File: src/include/cdb_params.svh
`ifndef CDB_PARAMS_SVH
`define CDB_PARAMS_SVH

// functional-unit lanes feeding the CDB
`define CDB_FU_COUNT 4

// results broadcast per cycle
`define CDB_PORT_COUNT 2

// integer datapath width
`define CDB_DATA_W 32

// rob tag width, upper 2 bits name the lane in this slice
`define CDB_ROB_ID_W 6

// entries per stage_fifo
`define CDB_FIFO_DEPTH 2

`endif

File: src/source/cdb_pkg.sv
`default_nettype none

`include "cdb_params.svh"

package cdb_pkg;

    // integer alu operations
    typedef enum logic [2:0] {
        alu_add = 3'd0,
        alu_sub = 3'd1,
        alu_and = 3'd2,
        alu_or  = 3'd3,
        alu_xor = 3'd4,
        alu_sll = 3'd5, // shift amount from low bits of src_b
        alu_srl = 3'd6,
        alu_slt = 3'd7  // signed compare, result 1 or 0
    } alu_op_e;

    // operation handed to a lane
    typedef struct packed {
        alu_op_e                   op;
        logic [`CDB_DATA_W-1:0]    src_a;
        logic [`CDB_DATA_W-1:0]    src_b;
        logic [`CDB_ROB_ID_W-1:0]  rob_id;
    } issue_pkt_t;

    // executed result waiting for the bus
    typedef struct packed {
        logic [`CDB_ROB_ID_W-1:0]  rob_id;
        logic [`CDB_DATA_W-1:0]    data;
    } result_pkt_t;

    // one port of the common data bus
    typedef struct packed {
        logic                      valid;
        logic [`CDB_ROB_ID_W-1:0]  rob_id;
        logic [`CDB_DATA_W-1:0]    data;
    } cdb_info_t;

endpackage

`default_nettype wire

File: src/source/alu_stage.sv
`timescale 1ns/1ps
`default_nettype none

`include "cdb_params.svh"

module alu_stage (
    input  logic                   clk,
    input  logic                   rst_n_i,
    input  logic                   flush_i,

    input  logic                   in_valid_i,
    output logic                   in_ready_o,
    input  cdb_pkg::issue_pkt_t    in_pkt_i,

    output logic                   out_valid_o,
    input  logic                   out_ready_i,
    output cdb_pkg::result_pkt_t   out_pkt_o
);

    localparam int DATA_W  = `CDB_DATA_W;
    localparam int SHAMT_W = $clog2(`CDB_DATA_W);

    logic                 out_valid_q;
    cdb_pkg::result_pkt_t out_pkt_q;

    logic [DATA_W-1:0]  alu_res;
    logic [SHAMT_W-1:0] shamt;
    logic               accept;

    assign shamt = in_pkt_i.src_b[SHAMT_W-1:0];

    // execute
    always_comb begin
        case (in_pkt_i.op)
            cdb_pkg::alu_add: alu_res = in_pkt_i.src_a + in_pkt_i.src_b;
            cdb_pkg::alu_sub: alu_res = in_pkt_i.src_a - in_pkt_i.src_b;
            cdb_pkg::alu_and: alu_res = in_pkt_i.src_a & in_pkt_i.src_b;
            cdb_pkg::alu_or:  alu_res = in_pkt_i.src_a | in_pkt_i.src_b;
            cdb_pkg::alu_xor: alu_res = in_pkt_i.src_a ^ in_pkt_i.src_b;
            cdb_pkg::alu_sll: alu_res = in_pkt_i.src_a << shamt;
            cdb_pkg::alu_srl: alu_res = in_pkt_i.src_a >> shamt; // logical
            cdb_pkg::alu_slt: begin
                alu_res = {{(DATA_W - 1){1'b0}},
                           ($signed(in_pkt_i.src_a) < $signed(in_pkt_i.src_b))};
            end
            default: alu_res = '0;
        endcase
    end

    // empty, or the held result drains this cycle
    assign in_ready_o = ~out_valid_q | out_ready_i;
    assign accept     = in_valid_i & in_ready_o;

    always_ff @(posedge clk or negedge rst_n_i) begin
        if (!rst_n_i) begin
            out_valid_q <= 1'b0;
        end else if (flush_i) begin
            out_valid_q <= 1'b0;
        end else if (in_ready_o) begin
            out_valid_q <= in_valid_i; // refill or go empty
        end
    end

    always_ff @(posedge clk) begin
        if (accept) begin
            out_pkt_q.rob_id <= in_pkt_i.rob_id;
            out_pkt_q.data   <= alu_res;
        end
    end

    assign out_valid_o = out_valid_q;
    assign out_pkt_o   = out_pkt_q;

endmodule

`default_nettype wire

File: src/source/cdb_arbiter.sv
`timescale 1ns/1ps
`default_nettype none

`include "cdb_params.svh"

module cdb_arbiter (
    input  logic                                           clk,
    input  logic                                           rst_n_i,
    input  logic                                           flush_i,

    input  logic [`CDB_FU_COUNT-1:0]                       req_valid_i,
    output logic [`CDB_FU_COUNT-1:0]                       req_pop_o,
    input  cdb_pkg::result_pkt_t [`CDB_FU_COUNT-1:0]       req_pkt_i,

    output cdb_pkg::cdb_info_t   [`CDB_PORT_COUNT-1:0]     cdb_o
);

    localparam int FU_COUNT   = `CDB_FU_COUNT;
    localparam int PORT_COUNT = `CDB_PORT_COUNT;
    localparam int IDX_W      = (FU_COUNT > 1) ? $clog2(FU_COUNT) : 1;

    logic [IDX_W-1:0] rr_ptr_q;           // lane with highest priority
    logic [IDX_W-1:0] rr_ptr_nxt;

    logic [FU_COUNT-1:0]                grant;
    logic [PORT_COUNT-1:0][IDX_W-1:0]   sel_idx;    // lane feeding each port
    logic [PORT_COUNT-1:0]              sel_vld;
    logic [IDX_W-1:0]                   last_idx;
    logic                               any_grant;

    cdb_pkg::cdb_info_t [PORT_COUNT-1:0] cdb_q;

    // walk the lanes from the pointer, fill ports in order
    always_comb begin
        int               n_gnt;
        logic [IDX_W-1:0] idx;

        n_gnt    = 0;
        idx      = '0;
        grant    = '0;
        sel_idx  = '0;
        sel_vld  = '0;
        last_idx = rr_ptr_q;
        for (int k = 0; k < FU_COUNT; k++) begin
            idx = IDX_W'((int'(rr_ptr_q) + k) % FU_COUNT);
            if (req_valid_i[idx] && (n_gnt < PORT_COUNT)) begin
                grant[idx]     = 1'b1;
                sel_idx[n_gnt] = idx;
                sel_vld[n_gnt] = 1'b1;
                last_idx       = idx;
                n_gnt          = n_gnt + 1;
            end
        end
    end

    assign any_grant = |grant;
    assign req_pop_o = grant;

    // next round starts just past the last winner
    always_comb begin
        if (any_grant) begin
            rr_ptr_nxt = IDX_W'((int'(last_idx) + 1) % FU_COUNT);
        end else begin
            rr_ptr_nxt = rr_ptr_q;
        end
    end

    always_ff @(posedge clk or negedge rst_n_i) begin
        if (!rst_n_i) begin
            rr_ptr_q <= '0;
        end else if (flush_i) begin
            rr_ptr_q <= '0;
        end else begin
            rr_ptr_q <= rr_ptr_nxt;
        end
    end

    // broadcast registers
    always_ff @(posedge clk or negedge rst_n_i) begin
        if (!rst_n_i) begin
            cdb_q <= '0;
        end else if (flush_i) begin
            cdb_q <= '0;
        end else begin
            for (int p = 0; p < PORT_COUNT; p++) begin
                cdb_q[p].valid  <= sel_vld[p];
                cdb_q[p].rob_id <= req_pkt_i[sel_idx[p]].rob_id;
                cdb_q[p].data   <= req_pkt_i[sel_idx[p]].data;
            end
        end
    end

    assign cdb_o = cdb_q;

endmodule

`default_nettype wire

File: src/source/stage_fifo.sv
`timescale 1ns/1ps
`default_nettype none

`include "cdb_params.svh"

module stage_fifo #(
    parameter type T = logic
) (
    input  logic clk,
    input  logic rst_n_i,
    input  logic flush_i,

    input  logic in_valid_i,
    output logic in_ready_o,
    input  T     in_data_i,

    output logic out_valid_o,
    input  logic out_ready_i,
    output T     out_data_o
);

    localparam int DEPTH = `CDB_FIFO_DEPTH;
    localparam int PTR_W = (DEPTH > 1) ? $clog2(DEPTH) : 1;
    localparam int CNT_W = $clog2(DEPTH + 1);

    T               mem_q [DEPTH];
    logic [PTR_W-1:0] rd_ptr_q;
    logic [PTR_W-1:0] wr_ptr_q;
    logic [CNT_W-1:0] count_q;

    logic push;
    logic pop;

    // no bypass, an entry shows up the cycle after it is written
    assign in_ready_o  = (count_q != CNT_W'(DEPTH));
    assign out_valid_o = (count_q != '0);
    assign out_data_o  = mem_q[rd_ptr_q];

    assign push = in_valid_i & in_ready_o;
    assign pop  = out_valid_o & out_ready_i;

    always_ff @(posedge clk) begin
        if (push) begin
            mem_q[wr_ptr_q] <= in_data_i;
        end
    end

    always_ff @(posedge clk or negedge rst_n_i) begin
        if (!rst_n_i) begin
            rd_ptr_q <= '0;
            wr_ptr_q <= '0;
            count_q  <= '0;
        end else if (flush_i) begin
            // drop everything queued
            rd_ptr_q <= '0;
            wr_ptr_q <= '0;
            count_q  <= '0;
        end else begin
            if (push) begin
                wr_ptr_q <= (wr_ptr_q == PTR_W'(DEPTH - 1)) ? '0 : wr_ptr_q + 1'b1;
            end
            if (pop) begin
                rd_ptr_q <= (rd_ptr_q == PTR_W'(DEPTH - 1)) ? '0 : rd_ptr_q + 1'b1;
            end
            case ({push, pop})
                2'b10:   count_q <= count_q + 1'b1;
                2'b01:   count_q <= count_q - 1'b1;
                default: count_q <= count_q; // idle or push and pop together
            endcase
        end
    end

endmodule

`default_nettype wire

File: src/source/wb_backend_top.sv
`timescale 1ns/1ps
`default_nettype none

`include "cdb_params.svh"

module wb_backend_top (
    input  logic                                         clk,
    input  logic                                         rst_n_i,
    input  logic                                         flush_i,

    input  logic [`CDB_FU_COUNT-1:0]                     issue_valid_i,
    output logic [`CDB_FU_COUNT-1:0]                     issue_ready_o,
    input  cdb_pkg::issue_pkt_t  [`CDB_FU_COUNT-1:0]     issue_pkt_i,

    output cdb_pkg::cdb_info_t   [`CDB_PORT_COUNT-1:0]   cdb_o
);

    // issue fifo -> alu
    logic [`CDB_FU_COUNT-1:0]                    iq_valid;
    logic [`CDB_FU_COUNT-1:0]                    iq_ready;
    cdb_pkg::issue_pkt_t  [`CDB_FU_COUNT-1:0]    iq_pkt;

    // alu -> result fifo
    logic [`CDB_FU_COUNT-1:0]                    alu_valid;
    logic [`CDB_FU_COUNT-1:0]                    alu_ready;
    cdb_pkg::result_pkt_t [`CDB_FU_COUNT-1:0]    alu_pkt;

    // result fifo -> arbiter
    logic [`CDB_FU_COUNT-1:0]                    rq_valid;
    logic [`CDB_FU_COUNT-1:0]                    rq_pop;
    cdb_pkg::result_pkt_t [`CDB_FU_COUNT-1:0]    rq_pkt;

    for (genvar i = 0; i < `CDB_FU_COUNT; i++) begin : gen_lane

        stage_fifo #(
            .T(cdb_pkg::issue_pkt_t)
        ) issue_fifo_inst (
            .clk        (clk),
            .rst_n_i    (rst_n_i),
            .flush_i    (flush_i),
            .in_valid_i (issue_valid_i[i]),
            .in_ready_o (issue_ready_o[i]),
            .in_data_i  (issue_pkt_i[i]),
            .out_valid_o(iq_valid[i]),
            .out_ready_i(iq_ready[i]),
            .out_data_o (iq_pkt[i])
        );

        alu_stage alu_stage_inst (
            .clk        (clk),
            .rst_n_i    (rst_n_i),
            .flush_i    (flush_i),
            .in_valid_i (iq_valid[i]),
            .in_ready_o (iq_ready[i]),
            .in_pkt_i   (iq_pkt[i]),
            .out_valid_o(alu_valid[i]),
            .out_ready_i(alu_ready[i]),
            .out_pkt_o  (alu_pkt[i])
        );

        // results wait here for a cdb slot
        stage_fifo #(
            .T(cdb_pkg::result_pkt_t)
        ) result_fifo_inst (
            .clk        (clk),
            .rst_n_i    (rst_n_i),
            .flush_i    (flush_i),
            .in_valid_i (alu_valid[i]),
            .in_ready_o (alu_ready[i]),
            .in_data_i  (alu_pkt[i]),
            .out_valid_o(rq_valid[i]),
            .out_ready_i(rq_pop[i]),
            .out_data_o (rq_pkt[i])
        );

    end

    cdb_arbiter cdb_arbiter_inst (
        .clk        (clk),
        .rst_n_i    (rst_n_i),
        .flush_i    (flush_i),
        .req_valid_i(rq_valid),
        .req_pop_o  (rq_pop),
        .req_pkt_i  (rq_pkt),
        .cdb_o      (cdb_o)
    );

endmodule

`default_nettype wire

File: config.mk
export PLATFORM = sky130hd
export DESIGN_NAME = wb_backend_top
export DESIGN_NICKNAME = d
export VERILOG_FILES = /design/src/source/cdb_pkg.sv /design/src/source/alu_stage.sv /design/src/source/cdb_arbiter.sv /design/src/source/stage_fifo.sv /design/src/source/wb_backend_top.sv
export VERILOG_INCLUDE_DIRS = /design/src /design/src/include
export SDC_FILE = /design/constraint.sdc
export NUM_CORES = 2
export LEC_CHECK = 0
export ABC_CLOCK_PERIOD_IN_PS = 9280
export BUFFER_PORTS_ARGS = -buffer_cell sky130_fd_sc_hd__buf_2
export CORE_ASPECT_RATIO = 1.25
export CORE_MARGIN = 2
export CORE_UTILIZATION = 44
export CTS_CLUSTER_SIZE = 24
export DETAILED_ROUTE_END_ITERATION = 8
export PLACE_DENSITY_LB_ADDON = 0.15
export SYNTH_ARGS = -nofsm -noshare
export SYNTH_HDL_FRONTEND = slang
export SYNTH_HIERARCHICAL = 1
export SYNTH_SLANG_ARGS = --single-unit
File: constraint.sdc
create_clock -name clk -period 9.28 [get_ports clk]
set_input_delay 0.928 -clock clk [delete_from_list [all_inputs] [get_ports clk]]
set_output_delay 0.928 -clock clk [all_outputs]
set_load 0.05 [all_outputs]
* After elaboration in Yosys (flattened, before gate mapping)
Memories as Yosys holds them, arrays and structs flattened. Cells that the tools add are included.
Storage, ports and cells: memory bits (writable) 888, memories 8, bits in registers 268, input port bits 299, word-level logic and storage cells 422, output and inout bits 82
Memory list:
- gen_lane[0].issue_fifo_inst.mem_q | depth 2, width 73, read ports 1, clocked after Yosys merged registers in 0, write ports 1, line stage_fifo.sv:26 | T mem_q [DEPTH];
- gen_lane[1].issue_fifo_inst.mem_q | depth 2, width 73, read ports 1, clocked after Yosys merged registers in 0, write ports 1, line stage_fifo.sv:26
- gen_lane[2].issue_fifo_inst.mem_q | depth 2, width 73, read ports 1, clocked after Yosys merged registers in 0, write ports 1, line stage_fifo.sv:26
- gen_lane[3].issue_fifo_inst.mem_q | depth 2, width 73, read ports 1, clocked after Yosys merged registers in 0, write ports 1, line stage_fifo.sv:26
- gen_lane[0].result_fifo_inst.mem_q | depth 2, width 38, read ports 1, clocked after Yosys merged registers in 0, write ports 1, line stage_fifo.sv:26
- gen_lane[1].result_fifo_inst.mem_q | depth 2, width 38, read ports 1, clocked after Yosys merged registers in 0, write ports 1, line stage_fifo.sv:26
- +2 memories
Operators by class: order comparisons 23, multiplexer cells 148, shift operators 8, reductions and logical operators 52, add/subtract/negate cells 46, bitwise operators 42, equality and inequality tests 52
Operators by type and width (count):
- 32-bit case mux with 8 select lines | 4
- 38-bit binary-select mux with 2-bit select | 2
- 32-bit adder | 4
- 32-bit bitwise AND | 4
- 32-bit by 3-bit < comparator with 1-bit output (second input constant) | 4
- 32-bit < comparator | 4
- 32-bit bitwise OR | 4
- 32-bit by 5-bit << shifter with 32-bit output | 4
- 32-bit by 5-bit right shift with 32-bit output | 4
- 32-bit subtractor | 4
- 32-bit XOR | 4
- 1-bit 2-to-1 mux | 85
- 78-bit 2-to-1 mux | 1
- 38-bit 2-to-1 mux | 2
- 32-bit by 1-bit greater-or-equal comparator with 1-bit output (second input constant) | 2
- 32-bit 2-to-1 mux | 2
- 2-bit nonzero test | 29
- 3-bit equality test (second input constant) | 16
- 2-bit 2-to-1 mux | 20
- 32-bit by 2-bit adder with 32-bit output (second input constant) | 1
- 2-bit case mux with 2 select lines | 8
- 4-bit 2-to-1 mux | 7
- 3-bit by 2-bit equality test with 1-bit output (second input constant) | 8
- 3-bit nonzero test | 8
- other kinds (27) | 140

* Logic depth before layout (Yosys ltp)
depth in word-level cells 19, depth in mapped cells 19, mapped depth without buffers 13

* Modules after synthesis
Netlist, hierarchy kept.
Modules (own cells, without submodules):
- alu_stage (gen_lane[0].alu_stage_inst ...) | cells an instance 1279, times used 2, area each 9595.5 um^2, sequential area each 1166.1 um^2
- alu_stage (gen_lane[2].alu_stage_inst ...) | cells an instance 1247, times used 2, area each 9466.6 um^2, sequential area each 1166.1 um^2
- stage_fifo (gen_lane[0].issue_fifo_inst ...) | cells an instance 252, times used 3, area each 5511.5 um^2, sequential area each 4484.3 um^2
- stage_fifo (gen_lane[0].result_fifo_inst ...) | cells an instance 143, times used 4, area each 2964.1 um^2, sequential area each 2382.3 um^2
- stage_fifo (gen_lane[2].issue_fifo_inst) | cells an instance 251, times used 1, area each 5745.5 um^2, sequential area each 4484.3 um^2
- cdb_arbiter | cells an instance 461, times used 1, area each 5129.9 um^2, sequential area each 2001.9 um^2

* Worst setup path before layout
Ideal clock, no wire load.
path type register to register, start register gen_lane[3].issue_fifo_inst.rd_ptr_q, end register gen_lane[3].alu_stage_inst.out_pkt_q, in the netlist gen_lane[3].alu_stage_inst/out_pkt_o[29], data pin, clock period less this slack 4.560 ns, required time 9.021 ns, data arrival time 4.301 ns, buffers on the path 7, cell stages (with the launch flop) 20, path slack 4.720 ns, library setup time 0.259 ns, path through dfrtp_1 -> buf_4 -> buf_6 -> mux2_2 -> clkbuf_1 -> inv_2 -> buf_2 -> buf_1 -> buf_2 -> ha_1 -> clkbuf_1 -> nor3_1 -> o21ai_1 -> a21oi_1 -> a31oi_1 -> o31ai_1 -> nand3_1 -> and3_1 -> a221o_1 -> o31a_1
RTL lines:
- start, declared | line stage_fifo.sv:27 | logic [PTR_W-1:0] rd_ptr_q;
- start signal, assigned | line stage_fifo.sv:63 | rd_ptr_q <= (rd_ptr_q == PTR_W'(DEPTH - 1)) ? '0 : rd_ptr_q + 1'b1;
- end, declared | line alu_stage.sv:24 | cdb_pkg::result_pkt_t out_pkt_q;

==> results.py <==
metrics = {
    "global_route": {
        "grt.total_usage_pct": 30.81,
        "grt_util_met1_pct": 41.99,
        "grt_first_pass_wirelength_um": 411700,
        "gr-total-overflow": 0,
        "grtUsageMet3_pct": 4.576,
        "grt_pass1_vias": 59690,
        "grt_busiest_layer": "met2",
        "antenna_found_initial": 14,
        "grt_util_met2_pct": 49.08,
        "grt_max_degree": 74,
    },
    "worst_setup_path": {
        "critPathRequiredTime_ns": 9.81,
        "cp_max_fo": 68,
        "path_cells": "mux2_2 > buf_4 > clkinv_1 > ha_1 > nand3_1 > o21ai_2 > a311oi_2 > nor3_1 > o211ai_2 > o211ai_2 > a31oi_1 > a221o_1",
        "crit_path_top_delay_cell": "clkinv_1",
        "max_stage_delay_ns": 0.89,
        "arrival_ns": 5.94,
        "crit_type": "reg -> reg",
        "cp-start-kind": "flip-flop",
        "end_kind": "flip-flop",
        "crit_path_frequent_cell": "o211ai_2",
    },
    "yosys": {
        "syn-cell-area_sq_um": 77390,
        "synth_compound_area_share_pct": 18.11,
        "synthArstFlopShare_pct": 10.03,
        "synth_cells": 7092,
        "ys_seq_elements": 1156,
        "synth-seq-area-share_pct": 44.10,
        "ys_types": 109,
        "synthXorXnorAreaFrac_pct": 0.4866,
        "yosysWarnings": 6,
        "post_synth_mux_area_share_pct": 16.61,
        "synth_top_family_by_area": "compound AO/OA/AOI/OAI gates",
        "yosys.area_share.simple_pct": 8.606,
        "synth_ff_type": "edfxtp_1",
        "synthAdderAreaFrac_pct": 6.684,
        "synth-edff-count": 1040,
        "syn_nets": 7798,
        "syn_area_per_cell_sq_um": 10.91,
    },
    "floorplanning": {
        "core-area_sq_um": 175200,
        "floorplan.initialDensity_pct": 44.18,
        "design.portCount": 381,
        "fp-row-count": 172,
        "die_h_um": 472.9,
        "die_w_um": 379.1,
        "dieArea_sq_um": 179300,
    },
    "clock_network": {
        "cts_max_level": 3,
        "cts_resized": 0,
        "post_cts_buffers": 0,
        "ctsHoldBuffers": 0,
        "cts-root-buf": "clkbuf_16",
        "clk_path_buf_depth": 3,
        "clk_latency_ns": 0.78,
        "cts_sinks": 1156,
        "clk_pin_slew_worst_paths_ns": 0.06,
        "numCtsBuffers": 118,
        "cts_tree": "built",
    },
    "timing": {
        "setup_violations": 0,
        "relSlewSlack_pct": 17.21,
        "fin_crit_ns": 5.409,
        "rsz0062_at_grt": "no",
        "min_period_over_period_pct": 58.29,
        "setup_tns_ns": 0,
        "tightestPinTransition_ns": 1.226,
        "hold_viol_final": 0,
        "slew_viol_final": 0,
        "clock_skew_ns": 0.04511,
        "max_freq_ghz": 0.1849,
    },
    "routing": {
        "ant_nets": 0,
        "route.detailed.drc": 0,
        "wl_per_cell_um": 29.21,
        "wirelength_um": 282700,
        "drtPass1Iterations": 9,
        "vias_per_cell": 6.343,
        "vias": 61390,
        "drtIter0Drc": 6735,
    },
    "layout": {
        "area_growth_pct": 9.361,
        "finalNetCount": 7931,
        "drive_above_1_share_pct": 20.09,
        "nFillCells": 16310,
    },
    "pwr": {
        "cellPowerDensity_nw_per_um2": 212.3,
        "finalPower_mw": 17.97,
        "p_leak_nw": 32.16,
        "vdd_drop_max_v": 0.0001716,
    },
    "status": {
        "status": "finished, final reports clean",
    },
    "placed_design": {
        "dp_hpwl_um": 212700,
        "port_buffers": 380,
        "gp_congestion": 1.020,
    },
    "flow_run": {
        "maxCapViolations": 0,
    },
    "worst_hold_path": {
        "min_path_type": "in -> async",
    },
}
## synthesized netlist by cell type, types with 52 or more instances
cell      instances  area share [%]
edfxtp_1       1040              40
a21oi_1         521             3.4
nor2_1          476             2.3
inv_1           424             2.1
nand2_1         420             2.0
mux2_2          419             6.1
ha_1            399             6.5
mux2i_1         358             4.6
o21ai_0         275             1.8
o22ai_1         230             1.9
clkbuf_1        225             1.1
mux4_2          153             4.5
buf_2           126            0.81
a22oi_1         121             1.2
nor3_1          117            0.76
dfrtp_1         116             3.8
nand3_1         109            0.70
o21ai_1         102            0.66
a21o_1           98            0.95
a31oi_1          83            0.67
a221o_1          79             1.0
o211ai_1         69            0.67
mux2_4           66             1.3
a211oi_1         59            0.57
a221oi_1         54            0.61
o31ai_1          53            0.51
o221ai_1         52            0.59
## area by class of cell
class | count | area [sq um] | area share, %
Timing Repair Buffer | 478 | 2656 | 3.139
Sequential cell | 1156 | 34150 | 40.34
Antenna cell | 2 | 5.005 | 0.005913
Inverter | 471 | 1770 | 2.092
Clock buffer | 147 | 3144 | 3.715
Clock inverter | 76 | 755.7 | 0.8929
Multi-Input combinational cell | 5000 | 39220 | 46.34
Tap cell | 2349 | 2939 | 3.473
## sequential cells by signal, indices dropped and copies added (netlist names)
signal / count
gen_lane.issue_fifo_inst/rd_ptr_q: 4
gen_lane.result_fifo_inst/wr_ptr_q: 4
cdb_arbiter_inst/cdb_o: 78
gen_lane.issue_fifo_inst/mem_q: 584
gen_lane.issue_fifo_inst/wr_ptr_q: 4
gen_lane.alu_stage_inst/out_valid_o: 4
gen_lane.result_fifo_inst/mem_q: 304
gen_lane.alu_stage_inst/out_pkt_o: 152
gen_lane.issue_fifo_inst/count_q: 8
gen_lane.result_fifo_inst/count_q: 8
gen_lane.result_fifo_inst/rd_ptr_q: 4
cdb_arbiter_inst/rr_ptr_q: 2
## power breakdown
group          internal [mW]  switching [mW]  total, mW
clock                   2.67            2.14       4.81
sequential              6.17           0.330       6.50
combinational           2.20            4.46       6.66
total                   11.0            6.93       18.0
## cells in the final DEF, fill, tap and decap left out, drive strengths merged, types with 147 or more instances in the layout
cell	instances
a21oi	540
buf	478
clkbuf	147
edfxtp	1040
ha	399
inv	472
mux2	493
mux2i	359
mux4	153
nand2	420
nor2	476
o21ai	380
o22ai	231
## cell families (layout without fill, tap and decap cells)
family / Yosys count / after routing
other cells: 0 / 2
compound gates: 2105 / 2105
xor+xnor: 43 / 43
simple gates: 1438 / 1438
fa+ha+maj: 409 / 409
flops: 1156 / 1156
buf+inv: 936 / 1172
mux: 1005 / 1005
## critical path: cells and delay by family, from the launching register on
family / cells / cell delay (ns)
compound gates: 6 / 1.57
fa+ha+maj: 1 / 0.78
buf+inv: 2 / 1.42
flops: 1 / 0.42
mux: 1 / 0.22
simple gates: 2 / 0.73
## per-layer routing
layer | share of wire [%] | routed length, um
met2 | 46 | 130600
met1 | 42 | 119100
met3 | 7.2 | 20430
met5 | 0.011 | 31
met4 | 4.4 | 12530
## worst paths after layout
| check | from | endpoint | slack (ns) | cells after the start |
|---|---|---|---|---|
| max | gen_lane[1].issue_fifo_inst/rd_ptr_q$_DFFE_PN0P_ | gen_lane[1].alu_stage_inst/out_pkt_o[28]$_DFFE_PP_ | 3.87 | 12 |
| min | rst_n_i | gen_lane[1].issue_fifo_inst/rd_ptr_q$_DFFE_PN0P_ | 0.16 | 1 |
| max reg2reg | gen_lane[1].issue_fifo_inst/rd_ptr_q$_DFFE_PN0P_ | gen_lane[1].alu_stage_inst/out_pkt_o[28]$_DFFE_PP_ | 3.87 | 12 |
| min reg2reg | gen_lane[2].alu_stage_inst/out_pkt_o[18]$_DFFE_PP_ | gen_lane[2].result_fifo_inst/mem_q[0][18]$_DFFE_PP_ | 0.44 | 0 |
| max in group asynchronous | rst_n_i | gen_lane[0].issue_fifo_inst/rd_ptr_q$_DFFE_PN0P_ | 7.62 | 2 |
| min in group clk | issue_pkt_i[210] | gen_lane[2].issue_fifo_inst/mem_q[0][64]$_DFFE_PP_ | 0.33 | 1 |
## metrics by stage
| step | util, % | cells | cell area (sq um) | hold WS, ns | setup WS (ns) |
|---|---|---|---|---|---|
| final | 48.31 | 9679 | 84630 | 0.1558 | 3.871 |
| after global routing | 48.31 | 9678 | 84630 | 0.2055 | 3.539 |
| after global placement | 46.08 | 9454 | 80730 | 0.4224 | 4.011 |
| after CTS | 48.31 | 9677 | 84630 | 0.1617 | 3.887 |
| after floorplan | - | 7092 | 77390 | 0.4215 | 4.720 |
| after detailed placement | 46.08 | 9454 | 80730 | 0.4304 | 3.932 |
No activity file was read; power rests on OpenSTA's default activity.
